## config.mk

```make
export PLATFORM = sky130hd
export DESIGN_NAME = riscv_core
export DESIGN_NICKNAME = d
export VERILOG_FILES = /design/src/verilog/riscv_pkg.sv /design/src/verilog/imm_gen.sv /design/src/verilog/bu.sv /design/src/verilog/register_file.sv /design/src/verilog/fetch.sv /design/src/verilog/dec.sv /design/src/verilog/exe.sv /design/src/verilog/riscv_core.sv
export VERILOG_INCLUDE_DIRS = /design/src /design/src/verilog
export SDC_FILE = /design/constraint.sdc
export NUM_CORES = 2
export LEC_CHECK = 0
export BUFFER_PORTS_ARGS = -buffer_cell sky130_fd_sc_hd__buf_4
export CORE_MARGIN = 5
export CORE_UTILIZATION = 30
export DETAILED_ROUTE_END_ITERATION = 6
export PLACE_DENSITY_LB_ADDON = 0.2
export SYNTH_ARGS = -nofsm -noshare
export SYNTH_HDL_FRONTEND = slang
export SYNTH_SLANG_ARGS = --single-unit
```

## constraint.sdc

```tcl
create_clock -name clk -period 6.4 [get_ports clk]
set_clock_uncertainty 0.05 [all_clocks]
set_input_delay 1.28 -clock clk [delete_from_list [all_inputs] [get_ports clk]]
set_output_delay 1.28 -clock clk [all_outputs]
set_load 0.02 [all_outputs]
```

## src/verilog/riscv_settings.svh

```systemverilog
////////////////////
// Core-wide sizes and the reset PC
// Included by the package and by every module that sizes a port
////////////////////
`ifndef RISCV_SETTINGS_SVH
`define RISCV_SETTINGS_SVH

// Architectural integer registers, x0 included
`define RISCV_REG_COUNT 32

// First fetch address after reset
`define RISCV_RESET_PC 32'h0000_0000

// Data, address and instruction width
`define RISCV_XLEN 32

`endif

```

## src/verilog/riscv_pkg.sv

```systemverilog
////////////////////
// Opcode encodings, instruction views and pipeline records
// Imported by every stage of the core and by the testbench
////////////////////
`default_nettype none
`include "riscv_settings.svh"

package riscv_pkg;

    // Major opcodes the core executes
    typedef enum logic [6:0] {
        OPC_OP     = 7'b0110011,
        OPC_OP_IMM = 7'b0010011,
        OPC_LUI    = 7'b0110111,
        OPC_BRANCH = 7'b1100011,
        OPC_JAL    = 7'b1101111
    } t_opcode;

    // ALU and branch codes share the same three bits
    typedef enum logic [2:0] {
        F3_ADD_BEQ  = 3'b000,
        F3_SLL_BNE  = 3'b001,
        F3_SLT      = 3'b010,
        F3_SLTU     = 3'b011,
        F3_XOR_BLT  = 3'b100,
        F3_SR_BGE   = 3'b101,
        F3_OR_BLTU  = 3'b110,
        F3_AND_BGEU = 3'b111
    } t_funct3;

    typedef enum logic [6:0] {
        F7_BASE = 7'b0000000,
        F7_ALT  = 7'b0100000
    } t_funct7;

    typedef enum logic [3:0] {
        ALU_ADD, ALU_SUB, ALU_SLL, ALU_SLT, ALU_SLTU, ALU_XOR,
        ALU_SRL, ALU_SRA, ALU_OR, ALU_AND,
        ALU_PASS_B,    // lui, operand b is the immediate
        ALU_LINK       // jal, return address
    } t_alu_op;

    // Register fields of the word
    typedef struct packed {
        t_funct7    funct7;
        logic [4:0] rs2;
        logic [4:0] rs1;
        t_funct3    funct3;
        logic [4:0] rd;
        t_opcode    opcode;
    } t_instr_r;

    // Immediate pieces, named by bit position in the word
    typedef struct packed {
        logic       b31;
        logic [5:0] b30_25;
        logic [3:0] b24_21;
        logic       b20;
        logic [7:0] b19_12;
        logic [3:0] b11_8;
        logic       b7;
        t_opcode    opcode;
    } t_instr_imm;

    typedef union packed {
        t_instr_r   r;
        t_instr_imm imm;
    } t_instr;

    typedef struct packed {
        logic                   valid;
        logic [`RISCV_XLEN-1:0] pc;
        t_instr                 instr;
    } if_id_t;

    typedef struct packed {
        logic                   valid;
        logic [`RISCV_XLEN-1:0] pc;
        t_alu_op                alu_op;
        logic [`RISCV_XLEN-1:0] operand_a;
        logic [`RISCV_XLEN-1:0] operand_b;
        logic [4:0]             rd;
        logic                   writes_rd;
    } id_ex_t;

    typedef struct packed {
        logic                   redirect;
        logic [`RISCV_XLEN-1:0] target;
    } if_ctrl_t;

    // One retired register write
    typedef struct packed {
        logic                   valid;
        logic [`RISCV_XLEN-1:0] pc;
        logic [4:0]             rd;
        logic [`RISCV_XLEN-1:0] data;
    } commit_t;

endpackage

`default_nettype wire

```

## src/verilog/imm_gen.sv

```systemverilog
////////////////////
// Immediate generator for I, B, U and J formats
////////////////////
`default_nettype none
`include "riscv_settings.svh"

module imm_gen (
    input  riscv_pkg::t_instr      instr,
    output logic [`RISCV_XLEN-1:0] immediate
);

    import riscv_pkg::*;

    t_instr_imm f;

    assign f = instr.imm;

    always_comb begin
        case (f.opcode)
            OPC_OP_IMM: begin
                immediate = {{21{f.b31}}, f.b30_25, f.b24_21, f.b20};
            end
            OPC_BRANCH: begin
                immediate = {{20{f.b31}}, f.b7, f.b30_25, f.b11_8, 1'b0};
            end
            OPC_LUI: begin
                immediate = {f.b31, f.b30_25, f.b24_21, f.b20, f.b19_12, 12'b0};
            end
            OPC_JAL: begin
                immediate = {{12{f.b31}}, f.b19_12, f.b20, f.b30_25, f.b24_21, 1'b0};
            end
            // R-type and anything unsupported
            default: begin
                immediate = '0;
            end
        endcase
    end

endmodule

`default_nettype wire

```

## src/verilog/bu.sv

```systemverilog
////////////////////
// Branch unit, resolves conditional branches and jal in decode
////////////////////
`default_nettype none
`include "riscv_settings.svh"

module bu (
    input  logic                   valid,
    input  riscv_pkg::t_instr      instr,
    input  logic [`RISCV_XLEN-1:0] pc,
    input  logic [`RISCV_XLEN-1:0] operand_a,
    input  logic [`RISCV_XLEN-1:0] operand_b,
    input  logic [`RISCV_XLEN-1:0] immediate,
    output riscv_pkg::if_ctrl_t    if_ctrl
);

    import riscv_pkg::*;

    logic taken;

    always_comb begin
        taken = 1'b0;
        if (valid && instr.r.opcode == OPC_JAL) begin
            taken = 1'b1;
        end else if (valid && instr.r.opcode == OPC_BRANCH) begin
            case (instr.r.funct3)
                F3_ADD_BEQ:  taken = operand_a == operand_b;
                F3_SLL_BNE:  taken = operand_a != operand_b;
                F3_XOR_BLT:  taken = $signed(operand_a) < $signed(operand_b);
                F3_SR_BGE:   taken = $signed(operand_a) >= $signed(operand_b);
                F3_OR_BLTU:  taken = operand_a < operand_b;
                F3_AND_BGEU: taken = operand_a >= operand_b;
                // 010 and 011 are not branch codes
                default:     taken = 1'b0;
            endcase
        end
    end

    assign if_ctrl = '{redirect: taken, target: pc + immediate};

endmodule

`default_nettype wire

```

## src/verilog/register_file.sv

```systemverilog
////////////////////
// Integer register file, two async reads, one sync write
////////////////////
`default_nettype none
`include "riscv_settings.svh"

module register_file (
    input  logic                   clk,
    input  logic                   rst_n,
    input  logic                   en,
    input  logic [4:0]             rs1,
    input  logic [4:0]             rs2,
    input  riscv_pkg::commit_t     wb,
    output logic [`RISCV_XLEN-1:0] read_data1,
    output logic [`RISCV_XLEN-1:0] read_data2
);

    logic [`RISCV_XLEN-1:0] regs [`RISCV_REG_COUNT];

    // x0 reads as zero whatever the array holds
    assign read_data1 = (rs1 == 5'd0) ? '0 : regs[rs1];
    assign read_data2 = (rs2 == 5'd0) ? '0 : regs[rs2];

    always_ff @(posedge clk) begin
        if (!rst_n) begin
            for (int i = 0; i < `RISCV_REG_COUNT; i++) begin
                regs[i] <= '0;
            end
        end else if (en && wb.valid && wb.rd != 5'd0) begin
            regs[wb.rd] <= wb.data;
        end
    end

endmodule

`default_nettype wire

```

## src/verilog/fetch.sv

```systemverilog
////////////////////
// Fetch stage, owns the PC and the fetch-to-decode register
////////////////////
`default_nettype none
`include "riscv_settings.svh"

module fetch (
    input  logic                   clk,
    input  logic                   rst_n,
    input  logic                   en,
    input  riscv_pkg::if_ctrl_t    if_ctrl,
    input  riscv_pkg::t_instr      instr,
    output logic [`RISCV_XLEN-1:0] instr_addr,
    output riscv_pkg::if_id_t      if_id
);

    import riscv_pkg::*;

    logic [`RISCV_XLEN-1:0] pc;
    if_id_t                 fetched;

    assign instr_addr = pc;

    // Word behind a taken branch is dropped
    assign fetched = '{
        valid: !if_ctrl.redirect,
        pc:    pc,
        instr: instr
    };

    always_ff @(posedge clk) begin
        if (!rst_n) begin
            pc <= `RISCV_RESET_PC;
        end else if (en) begin
            if (if_ctrl.redirect) begin
                pc <= if_ctrl.target;
            end else begin
                pc <= pc + `RISCV_XLEN'd4;
            end
        end
    end

    always_ff @(posedge clk) begin
        if (!rst_n) begin
            if_id <= '0;
        end else if (en) begin
            if_id <= fetched;
        end
    end

endmodule

`default_nettype wire

```

## src/verilog/dec.sv

```systemverilog
////////////////////
// Decode stage: operand fetch with forwarding, control, branch resolve
// Loads the decode-to-execute register and steers fetch on redirects
////////////////////
`default_nettype none
`include "riscv_settings.svh"

module dec (
    input  logic                clk,
    input  logic                rst_n,
    input  logic                en,
    input  riscv_pkg::if_id_t   if_id,
    input  riscv_pkg::commit_t  ex_fwd,
    input  riscv_pkg::commit_t  wb,
    output riscv_pkg::id_ex_t   id_ex,
    output riscv_pkg::if_ctrl_t if_ctrl
);

    import riscv_pkg::*;

    t_instr                 instr;
    logic [`RISCV_XLEN-1:0] rf_data1;
    logic [`RISCV_XLEN-1:0] rf_data2;
    logic [`RISCV_XLEN-1:0] rs1_val;
    logic [`RISCV_XLEN-1:0] rs2_val;
    logic [`RISCV_XLEN-1:0] immediate;
    t_alu_op                alu_op;
    logic                   writes_rd;
    logic                   uses_imm;

    // Execute result first, then writeback, then the register file
    function automatic logic [`RISCV_XLEN-1:0] forward(
        input logic [4:0]             src,
        input logic [`RISCV_XLEN-1:0] rf_val
    );
        if (src == 5'd0) return '0;
        if (ex_fwd.valid && ex_fwd.rd == src) return ex_fwd.data;
        if (wb.valid && wb.rd == src) return wb.data;
        return rf_val;
    endfunction

    // alt selects sub (register form only) and sra
    function automatic t_alu_op alu_from_funct(
        input t_funct3 f3,
        input logic    alt,
        input logic    reg_form
    );
        case (f3)
            F3_ADD_BEQ: return (alt && reg_form) ? ALU_SUB : ALU_ADD;
            F3_SLL_BNE: return ALU_SLL;
            F3_SLT:     return ALU_SLT;
            F3_SLTU:    return ALU_SLTU;
            F3_XOR_BLT: return ALU_XOR;
            F3_SR_BGE:  return alt ? ALU_SRA : ALU_SRL;
            F3_OR_BLTU: return ALU_OR;
            default:    return ALU_AND;
        endcase
    endfunction

    assign instr = if_id.instr;

    always_comb begin
        rs1_val = forward(instr.r.rs1, rf_data1);
        rs2_val = forward(instr.r.rs2, rf_data2);
    end

    always_comb begin
        alu_op    = ALU_ADD;
        writes_rd = 1'b0;
        uses_imm  = 1'b0;
        case (instr.r.opcode)
            OPC_OP: begin
                alu_op    = alu_from_funct(instr.r.funct3, instr.r.funct7 == F7_ALT, 1'b1);
                writes_rd = 1'b1;
            end
            OPC_OP_IMM: begin
                alu_op    = alu_from_funct(instr.r.funct3, instr.r.funct7 == F7_ALT, 1'b0);
                writes_rd = 1'b1;
                uses_imm  = 1'b1;
            end
            OPC_LUI: begin
                alu_op    = ALU_PASS_B;
                writes_rd = 1'b1;
                uses_imm  = 1'b1;
            end
            OPC_JAL: begin
                alu_op    = ALU_LINK;
                writes_rd = 1'b1;
            end
            // Branches and unknown opcodes retire without a write
            default: ;
        endcase
    end

    imm_gen imm_gen_i (
        .instr     (instr),
        .immediate (immediate)
    );

    bu bu_i (
        .valid     (if_id.valid && en),
        .instr     (instr),
        .pc        (if_id.pc),
        .operand_a (rs1_val),
        .operand_b (rs2_val),
        .immediate (immediate),
        .if_ctrl   (if_ctrl)
    );

    register_file register_file_i (
        .clk        (clk),
        .rst_n      (rst_n),
        .en         (en),
        .rs1        (instr.r.rs1),
        .rs2        (instr.r.rs2),
        .wb         (wb),
        .read_data1 (rf_data1),
        .read_data2 (rf_data2)
    );

    always_ff @(posedge clk) begin
        if (!rst_n) begin
            id_ex <= '0;
        end else if (en) begin
            id_ex <= '{
                valid:     if_id.valid,
                pc:        if_id.pc,
                alu_op:    alu_op,
                operand_a: rs1_val,
                operand_b: uses_imm ? immediate : rs2_val,
                rd:        instr.r.rd,
                writes_rd: writes_rd && (instr.r.rd != 5'd0)
            };
        end
    end

endmodule

`default_nettype wire

```

## src/verilog/exe.sv

```systemverilog
////////////////////
// Execute and writeback stage
// ALU result feeds decode forwarding and the registered commit entry
////////////////////
`default_nettype none
`include "riscv_settings.svh"

module exe (
    input  logic               clk,
    input  logic               rst_n,
    input  logic               en,
    input  riscv_pkg::id_ex_t  id_ex,
    output riscv_pkg::commit_t ex_fwd,
    output riscv_pkg::commit_t commit
);

    import riscv_pkg::*;

    logic [`RISCV_XLEN-1:0] a;
    logic [`RISCV_XLEN-1:0] b;
    logic [4:0]             shamt;
    logic [`RISCV_XLEN-1:0] result;
    commit_t                wb_q;

    assign a     = id_ex.operand_a;
    assign b     = id_ex.operand_b;
    assign shamt = b[4:0];

    always_comb begin
        case (id_ex.alu_op)
            ALU_ADD:    result = a + b;
            ALU_SUB:    result = a - b;
            ALU_SLL:    result = a << shamt;
            ALU_SLT:    result = {31'b0, $signed(a) < $signed(b)};
            ALU_SLTU:   result = {31'b0, a < b};
            ALU_XOR:    result = a ^ b;
            ALU_SRL:    result = a >> shamt;
            ALU_SRA:    result = $unsigned($signed(a) >>> shamt);
            ALU_OR:     result = a | b;
            ALU_AND:    result = a & b;
            ALU_PASS_B: result = b;
            ALU_LINK:   result = id_ex.pc + `RISCV_XLEN'd4;
            default:    result = '0;
        endcase
    end

    // Only real register writes are visible to decode
    assign ex_fwd = '{
        valid: id_ex.valid && id_ex.writes_rd,
        pc:    id_ex.pc,
        rd:    id_ex.rd,
        data:  result
    };

    always_ff @(posedge clk) begin
        if (!rst_n) begin
            wb_q <= '0;
        end else if (en) begin
            wb_q <= ex_fwd;
        end
    end

    // Held entry must not retire twice during a stall
    assign commit = '{valid: wb_q.valid && en, pc: wb_q.pc, rd: wb_q.rd, data: wb_q.data};

endmodule

`default_nettype wire

```

## src/verilog/riscv_core.sv

```systemverilog
////////////////////
// RV32I core top, fetch, decode and execute/writeback in a row
// Instruction memory sits outside and answers in the same cycle
////////////////////
`default_nettype none
`include "riscv_settings.svh"

module riscv_core (
    input  logic                   clk,
    input  logic                   rst_n,
    input  logic                   en,
    input  riscv_pkg::t_instr      instr,
    output logic [`RISCV_XLEN-1:0] instr_addr,
    output riscv_pkg::commit_t     commit
);

    import riscv_pkg::*;

    if_id_t   if_id;
    id_ex_t   id_ex;
    if_ctrl_t if_ctrl;
    commit_t  ex_fwd;

    fetch fetch_i (
        .clk        (clk),
        .rst_n      (rst_n),
        .en         (en),
        .if_ctrl    (if_ctrl),
        .instr      (instr),
        .instr_addr (instr_addr),
        .if_id      (if_id)
    );

    // Commit doubles as the register-file write port
    dec dec_i (
        .clk     (clk),
        .rst_n   (rst_n),
        .en      (en),
        .if_id   (if_id),
        .ex_fwd  (ex_fwd),
        .wb      (commit),
        .id_ex   (id_ex),
        .if_ctrl (if_ctrl)
    );

    exe exe_i (
        .clk    (clk),
        .rst_n  (rst_n),
        .en     (en),
        .id_ex  (id_ex),
        .ex_fwd (ex_fwd),
        .commit (commit)
    );

endmodule

`default_nettype wire

```

### Yosys cells after proc, flatten, opt, wreduce, memory -nomap -nowiden

Memories as Yosys holds them, arrays and structs flattened. A register that Yosys moved wholly into a read port is not among the register bits.
Cells that the tools add are included.

| word-level totals | value |
|---|---|
| memories kept | 1 |
| input bits | 35 |
| bits in writable memories | 1024 |
| flip-flop bits (word level) | 274 |
| output and inout port bits | 102 |

Memories:

| name | depth | width | rd ports | clocked after Yosys merged registers in | write ports | line | RTL |
|---|---|---|---|---|---|---|---|
| dec_i.register_file_i.regs | 32 | 32 | 2 | 2 | 32 | register_file.sv:18 | `` logic [`RISCV_XLEN-1:0] regs [`RISCV_REG_COUNT]; `` |

| cells by class | value |
|---|---|
| equality and inequality tests | 30 |
| multiplexer cells | 51 |
| bitwise operators | 3 |
| reduce and logical (&&, ||, !) cells | 22 |
| add/sub/neg operators | 5 |
| $lt $le $gt $ge | 6 |
| shift-type cells | 3 |

Operators by type and width:

| operator | number |
|---|---|
| $mux W32 | 17 |
| $pmux W32 S12 | 1 |
| $lt A32 B32 Y1 | 4 |
| $pmux W32 S4 | 1 |
| $add A32 B3 Y32 const B | 2 |
| $add A32 B32 Y32 | 2 |
| $ge A32 B32 Y1 | 2 |
| $pmux W4 S7 | 2 |
| $and A32 B32 Y32 | 1 |
| $eq A32 B32 Y1 | 1 |
| $ne A32 B32 Y1 | 1 |
| $or A32 B32 Y32 | 1 |
| $reduce_or A32 Y1 | 1 |
| $shl A32 B5 Y32 | 1 |
| $shr A32 B5 Y32 | 1 |
| $sshr A32 B5 Y32 | 1 |
| $sub A32 B32 Y32 | 1 |
| $xor A32 B32 Y32 | 1 |
| $mux W5 | 5 |
| $mux W1 | 23 |
| $eq A7 B6 Y1 const B | 3 |
| $eq A5 B5 Y1 | 4 |
| $eq A4 B3 Y1 const B | 4 |
| $eq A4 B4 Y1 const B | 4 |
| 17 further kinds | 36 |

### Logic depth before layout (Yosys ltp)

| depth | value |
|---|---|
| word-level depth | 14 |
| depth in mapped cells | 28 |

### Cells and area by module

Synthesis repeated with hierarchy kept, for this count alone.

| unflattened totals | value |
|---|---|
| cell total of the unflattened synthesis | 7079 |
| area total of the unflattened synthesis | 82472.8 um2 |

Modules (own cells, without submodules):

| module | instances | cells an instance | area each (um2) | seq. area each (um2) |
|---|---|---|---|---|
| register_file | 1 | 3497 | 54113.1 | 30749.5 |
| exe | 1 | 1819 | 13726.9 | 1401.3 |
| dec | 1 | 808 | 6751.5 | 2142.1 |
| fetch | 1 | 524 | 4704.5 | 1941.9 |
| bu | 1 | 359 | 2575.0 | 0.0 |
| imm_gen | 1 | 72 | 601.8 | 0.0 |

### Least setup slack after synthesis

No wires, ideal clock.

| path | value |
|---|---|
| path type | register to register |
| from | register, netlist name dec_i.id_ex[8] |
| to | register fetch_i.pc[31] (netlist: fetch_i.instr_addr[31]) |
| data required time | 6.255 ns |
| stages on the path, launching flop included | 29 |
| buffers on the path | 5 |
| clock period less this slack | 6.446 ns |
| setup time | 0.095 ns |
| data arrival time | 6.300 ns |
| setup slack | -0.046 ns |
| path through | dfxtp_1 -> clkbuf_1 -> inv_2 -> buf_1 -> buf_1 -> ha_1 -> a21o_1 -> a21oi_1 -> nor2_1 -> or4_1 -> a21oi_1 -> a31oi_1 -> a221o_1 -> a21oi_1 -> o21a_1 -> nor2_1 -> ha_1 -> and4_1 -> nand4_1 -> a211o_1 -> a41o_1 -> and2_1 -> a2111oi_0 -> nor4b_2 -> or2_1 -> buf_4 -> buf_4 -> o21ai_0 -> a221oi_1 |

| between the ends | value |
|---|---|
| longest elaborated chain between the ends | 12 |

RTL lines:

| element | line | RTL |
|---|---|---|
| $sub A32 B32 Y32, or another cell as far along | exe.sv:32 | `ALU_SUB: result = a - b;` |
| $pmux W32 S12 (*) | exe.sv:30 | `case (id_ex.alu_op)` |
| $mux W32 (*) | dec.sv:37 | `if (ex_fwd.valid && ex_fwd.rd == src) return ex_fwd.data;` |
| $mux W32 | dec.sv:38 | `if (wb.valid && wb.rd == src) return wb.data;` |
| $mux W32 | dec.sv:39 | `return rf_val;` |
| $mux W32 (*) | dec.sv:38 |  |
| $mux W32 (*) | dec.sv:37 |  |
| via dec_i.bu_i.operand_a[14] | bu.sv:11 | `` input logic [`RISCV_XLEN-1:0] operand_a, `` |
| $ge A32 B32 Y1, or another cell as far along | bu.sv:32 | `F3_AND_BGEU: taken = operand_a >= operand_b;` |
| $pmux W1 S6 (*) | bu.sv:26 | `case (instr.r.funct3)` |
| $mux W1 (*) | bu.sv:25 | `end else if (valid && instr.r.opcode == OPC_BRANCH) begin` |
| $mux W1 (*) | bu.sv:23 | `if (valid && instr.r.opcode == OPC_JAL) begin` |
| $mux W32 (*) | fetch.sv:35 | `if (if_ctrl.redirect) begin` |
| to (signal assigned) | fetch.sv:33 | `` pc <= `RISCV_RESET_PC; `` |
| to (signal assigned) | fetch.sv:36 | `pc <= if_ctrl.target;` |
| to (signal assigned) | fetch.sv:38 | `` pc <= pc + `RISCV_XLEN'd4; `` |
| to (decl) | fetch.sv:19 | `` logic [`RISCV_XLEN-1:0] pc; `` |

Mark *: on every way through the listed nets, which the timed path passes. The rest lies on a longest branch.
A chain may end at the register's enable or synchronous reset.

### Worst setup path in the final report

| path | value |
|---|---|
| from | register, netlist name dec_i.id_ex[72] |
| to | register fetch_i.pc[13] (netlist: fetch_i.instr_addr[13]) |

| between the ends | value |
|---|---|
| longest elaborated chain between the ends | 12 |

RTL lines:

| element | line |
|---|---|
| $eq A4 B4 Y1, or another cell as far along | exe.sv:30 |
| $pmux W32 S12 (*) | exe.sv:30 |
| $mux W32 (*) | dec.sv:37 |
| $mux W32 | dec.sv:38 |
| $mux W32 | dec.sv:39 |
| $mux W32 (*) | dec.sv:38 |
| $mux W32 (*) | dec.sv:37 |
| via dec_i.bu_i.operand_a[2] | bu.sv:11 |
| $ge A32 B32 Y1, or another cell as far along | bu.sv:32 |
| $pmux W1 S6 (*) | bu.sv:26 |
| $mux W1 (*) | bu.sv:25 |
| $mux W1 (*) | bu.sv:23 |
| $mux W32 (*) | fetch.sv:35 |

Marks and branches as above.

==> impl_metrics.ini <==
[run_status]
status = finished, violations left
failed_checks = setup timing

[clocking]
h-tree-depth = 4
cts_buffers = 159
cts.sink_count = 1308
clkTransAtPathRegs_ns = 0.06
clock_latency_ns = 0.86
cts_hold_buf = 0
cts_tree = yes
ctsRootBufferMaster = clkbuf_16
cts_buffer_depth = 3

[sta]
worst_slack_ns = -0.05569
final-max-slew-violation-count = 0
hold_ws_ns = 0.4130
timing.fmax_mhz = 154.9
rsz0062_at_grt = true
period_share_pct = 100.9
relSlewSlack_pct = 5.483
setup_viol = 15
hold_violations = 0
finalCriticalPeriod_ns = 6.456
tightest_slew_ns = 1.412

[critical_path]
critPathSlowestCell = a2111oi_0
r2r_end = fetch_i.instr_addr[13]
rr_worst_depth = 25
start_kind = register
worst_path_most_repeated_cell = buf_4
critPathMaxStageDelay_ns = 0.63
rrSetupSlack_ns = -0.06
path_class = reg2reg
worst-endpoint-arrival_ns = 7.16
crit_fanout = 10
endpoint_kind = register
r2r-start = dec_i.id_ex[72]
crit_required_ns = 7.11

[hold_path]
hold_depth = 2
hold_path.startpoint = exe_i.wb_q[69]
hold_class = reg2reg
whs_endpoint = exe_i.wb_q[69]

[floorplan]
rows = 189
ios = 137
core_area_sq_um = 265300
fp.dieH_um = 526.4
die_w_um = 526.4
initial_core_util_pct = 30.15
die_area_sq_um = 277100

[synth]
avgSynthCellArea_sq_um = 12.26
async_flop_share_pct = 0
ys_types = 94
ys.flop_type = edfxtp_1
synth.yosys.seq_area_share_pct = 45.54
synth_seq_cells = 1308
synth_edf_count = 1024
synthCells = 6524
syn-cell-area_sq_um = 80010
yosys_warnings = 0

[placement]
port_buffers = 136
dp_hpwl_um = 239700
gp_congestion = 0.9762

[final_layout]
finalNetCount = 7147
n_fill_cell = 25750
post-route-util_pct = 36.29
area_growth_pct = 20.34
drive_above_1_share_pct = 30.61

[routing]
drt_iter0_markers = 6670
first_pass_iters = 6
wl_um = 351600
drt-vias-per-instance = 5.705
vias = 60600
drtAntennaViolNets = 0
wl_per_cell_um = 33.11
drc = 0

[power]
switching_share_pct = 30.05
vdd_drop_max_uv = 273.6
internal_power_w = 0.01660
seq_power_share_pct = 40.8
power_density_nw_per_um2 = 246.4
p_sw_w = 0.007130
leakagePower_nw = 35.12
pwr-share-clk_pct = 38.1
p_comb_share_pct = 21.1

[job]
drv.max_cap_violation_count = 0

[global_route]
antenna_found_initial = 26
grt_pass1_vias = 59900
overflow = 0
grt_pass1_wl_um = 485200
grt_usage_pct = 24.59
grt_max_degree = 200
## kinds of logic after synthesis
kind of cell / share of synthesized area, %
and+or+nand+nor: 14.30
DFF: 45.54
AOI/OAI and AO/OA: 8.592
muxes: 23.48
buffers and inverters: 4.515
adders and majority gates: 2.640
xor gates and xnor gates: 0.9305
other: 0.004687
## area by class of cell
cell class / instances / area, sq um / share of cell area (%)
inverters: 134 / 515.5 / 0.5354
clock buffers: 202 / 4220 / 4.383
flip-flops and latches: 1308 / 36500 / 37.90
clock inverters: 89 / 902.1 / 0.9369
well taps: 3533 / 4420 / 4.591
diodes: 13 / 32.53 / 0.03379
multi-input cells: 4408 / 41640 / 43.25
repair buffers: 934 / 8055 / 8.366
## critical path: cells and delay by family, from the launching register on
kind,cells,cell delay [ns]
AOI/OAI and AO/OA,11,2.92
adders and majority gates,1,0.32
and+or+nand+nor,6,1.14
DFF,1,0.62
buffers and inverters,7,1.29
## per-stage QoR
| stage | setup TNS [ns] | power [W] | instances | instance area, sq um | setup WS [ns] |
|---|---|---|---|---|---|
| 3_5_place_dp | -27.50 | 0.01457 | 10270 | 89620 | -0.9563 |
| 3_3_place_gp | -25.83 | 0.01456 | 10270 | 89600 | -0.9168 |
| 4_1_cts | 0 | 0.02367 | 10570 | 95240 | 0.01034 |
| 2_1_floorplan | 0 | 0.01228 | 6555 | 80130 | 0.08738 |
| 6_report | -0.2736 | 0.02373 | 10620 | 96290 | -0.05569 |
| 5_1_grt | -4.511 | 0.02444 | 10610 | 96260 | -0.2191 |
## flip-flops by register name (all words and copies together), names as in the netlist, named ones only
signal / count
dec_i.register_file_i.regs: 1024
fetch_i.if_id: 65
exe_i.commit: 69
fetch_i.instr_addr: 32
exe_i.wb_q: 1
dec_i.id_ex: 107
## power by group through the flow
stage / logic [W] / registers [W] / clock network [W]
floorplan: 0.00250 / 0.00979 / 0
global placement: 0.00472 / 0.00984 / 0
detailed placement: 0.00471 / 0.00986 / 0
CTS: 0.00483 / 0.00968 / 0.00916
global route: 0.00521 / 0.00972 / 0.00951
finish: 0.00500 / 0.00969 / 0.00904
## synthesized netlist by cell type (13+ instances only)
master	number	area share (%)
edfxtp_1	1024	38
a211oi_1	61	0.57
clkbuf_1	475	2.2
xnor2_1	41	0.45
nor2b_1	35	0.27
and2_1	1023	8.0
or3_1	18	0.14
a22oi_1	20	0.19
a21o_1	64	0.60
a221o_1	27	0.34
o211ai_1	77	0.72
nand4_1	33	0.26
a31oi_1	32	0.25
o21ai_0	249	1.6
mux4_2	707	20
nand3_1	78	0.49
o221ai_1	16	0.18
dfxtp_1	284	7.1
nor2_1	437	2.1
nand2_1	257	1.2
buf_1	93	0.44
o21bai_1	20	0.19
nand3b_1	22	0.21
mux2i_1	255	3.2
a211o_1	13	0.14
nor3_1	70	0.44
and3_1	32	0.25
buf_2	30	0.19
nand2b_1	18	0.14
or2_2	14	0.11
o21a_1	31	0.29
xor2_1	44	0.48
ha_1	164	2.6
o31ai_1	26	0.24
a21oi_1	219	1.4
inv_1	130	0.61
nor4_1	31	0.24
a221oi_1	25	0.27
buf_4	103	0.97
## cells in the final DEF (no fill, tap or decap), types with 28 or more instances in the layout
| master | n |
|---|---|
| nor2b_1 | 34 |
| o21ai_4 | 31 |
| clkbuf_1 | 35 |
| inv_1 | 126 |
| clkinv_2 | 28 |
| o21ai_0 | 203 |
| nand2_1 | 253 |
| nand3_1 | 77 |
| buf_12 | 67 |
| and2_1 | 1022 |
| and3_1 | 30 |
| a21o_1 | 63 |
| nand4_1 | 33 |
| xor2_1 | 43 |
| o211ai_1 | 77 |
| clkinv_1 | 34 |
| xnor2_1 | 41 |
| a211oi_1 | 50 |
| dfxtp_1 | 260 |
| nor3_1 | 57 |
| mux2i_1 | 246 |
| nor2_1 | 398 |
| edfxtp_1 | 1024 |
| buf_4 | 839 |
| clkbuf_16 | 164 |
| conb_1 | 32 |
| a21oi_1 | 196 |
| o21a_1 | 30 |
| mux4_2 | 710 |
| ha_1 | 149 |
| nor2_4 | 33 |
## routing by layer
layer,track usage (%),vias up,routed length [um]
met5,0,-,13
met2,40.19,2941,166300
met1,31.47,31430,138200
met4,12.38,2,20870
met3,4.269,712,26210
li1,-,25510,-
## timing repair
| item | CTS | global route |
|---|---|---|
| pin swaps | 28 | 63 |
| gates cloned | 0 | 4 |
| setup endpoints to repair | 33 | 33 |
| buffers inserted | 15 | 35 |
| resized for setup | 99 | 150 |
## worst max path at each step
stage                                   endpoint  slack [ns]             from
after floorplan           fetch_i.instr_addr[31]        0.09   dec_i.id_ex[8]
after global placement     fetch_i.instr_addr[8]       -0.92  dec_i.id_ex[64]
after detailed placement   fetch_i.instr_addr[9]       -0.96  dec_i.id_ex[64]
after CTS                  fetch_i.instr_addr[8]        0.01   dec_i.id_ex[6]
after global routing       fetch_i.instr_addr[6]       -0.22   dec_i.id_ex[6]
final                     fetch_i.instr_addr[13]       -0.06  dec_i.id_ex[72]
(Power assumes the default switching activity.)
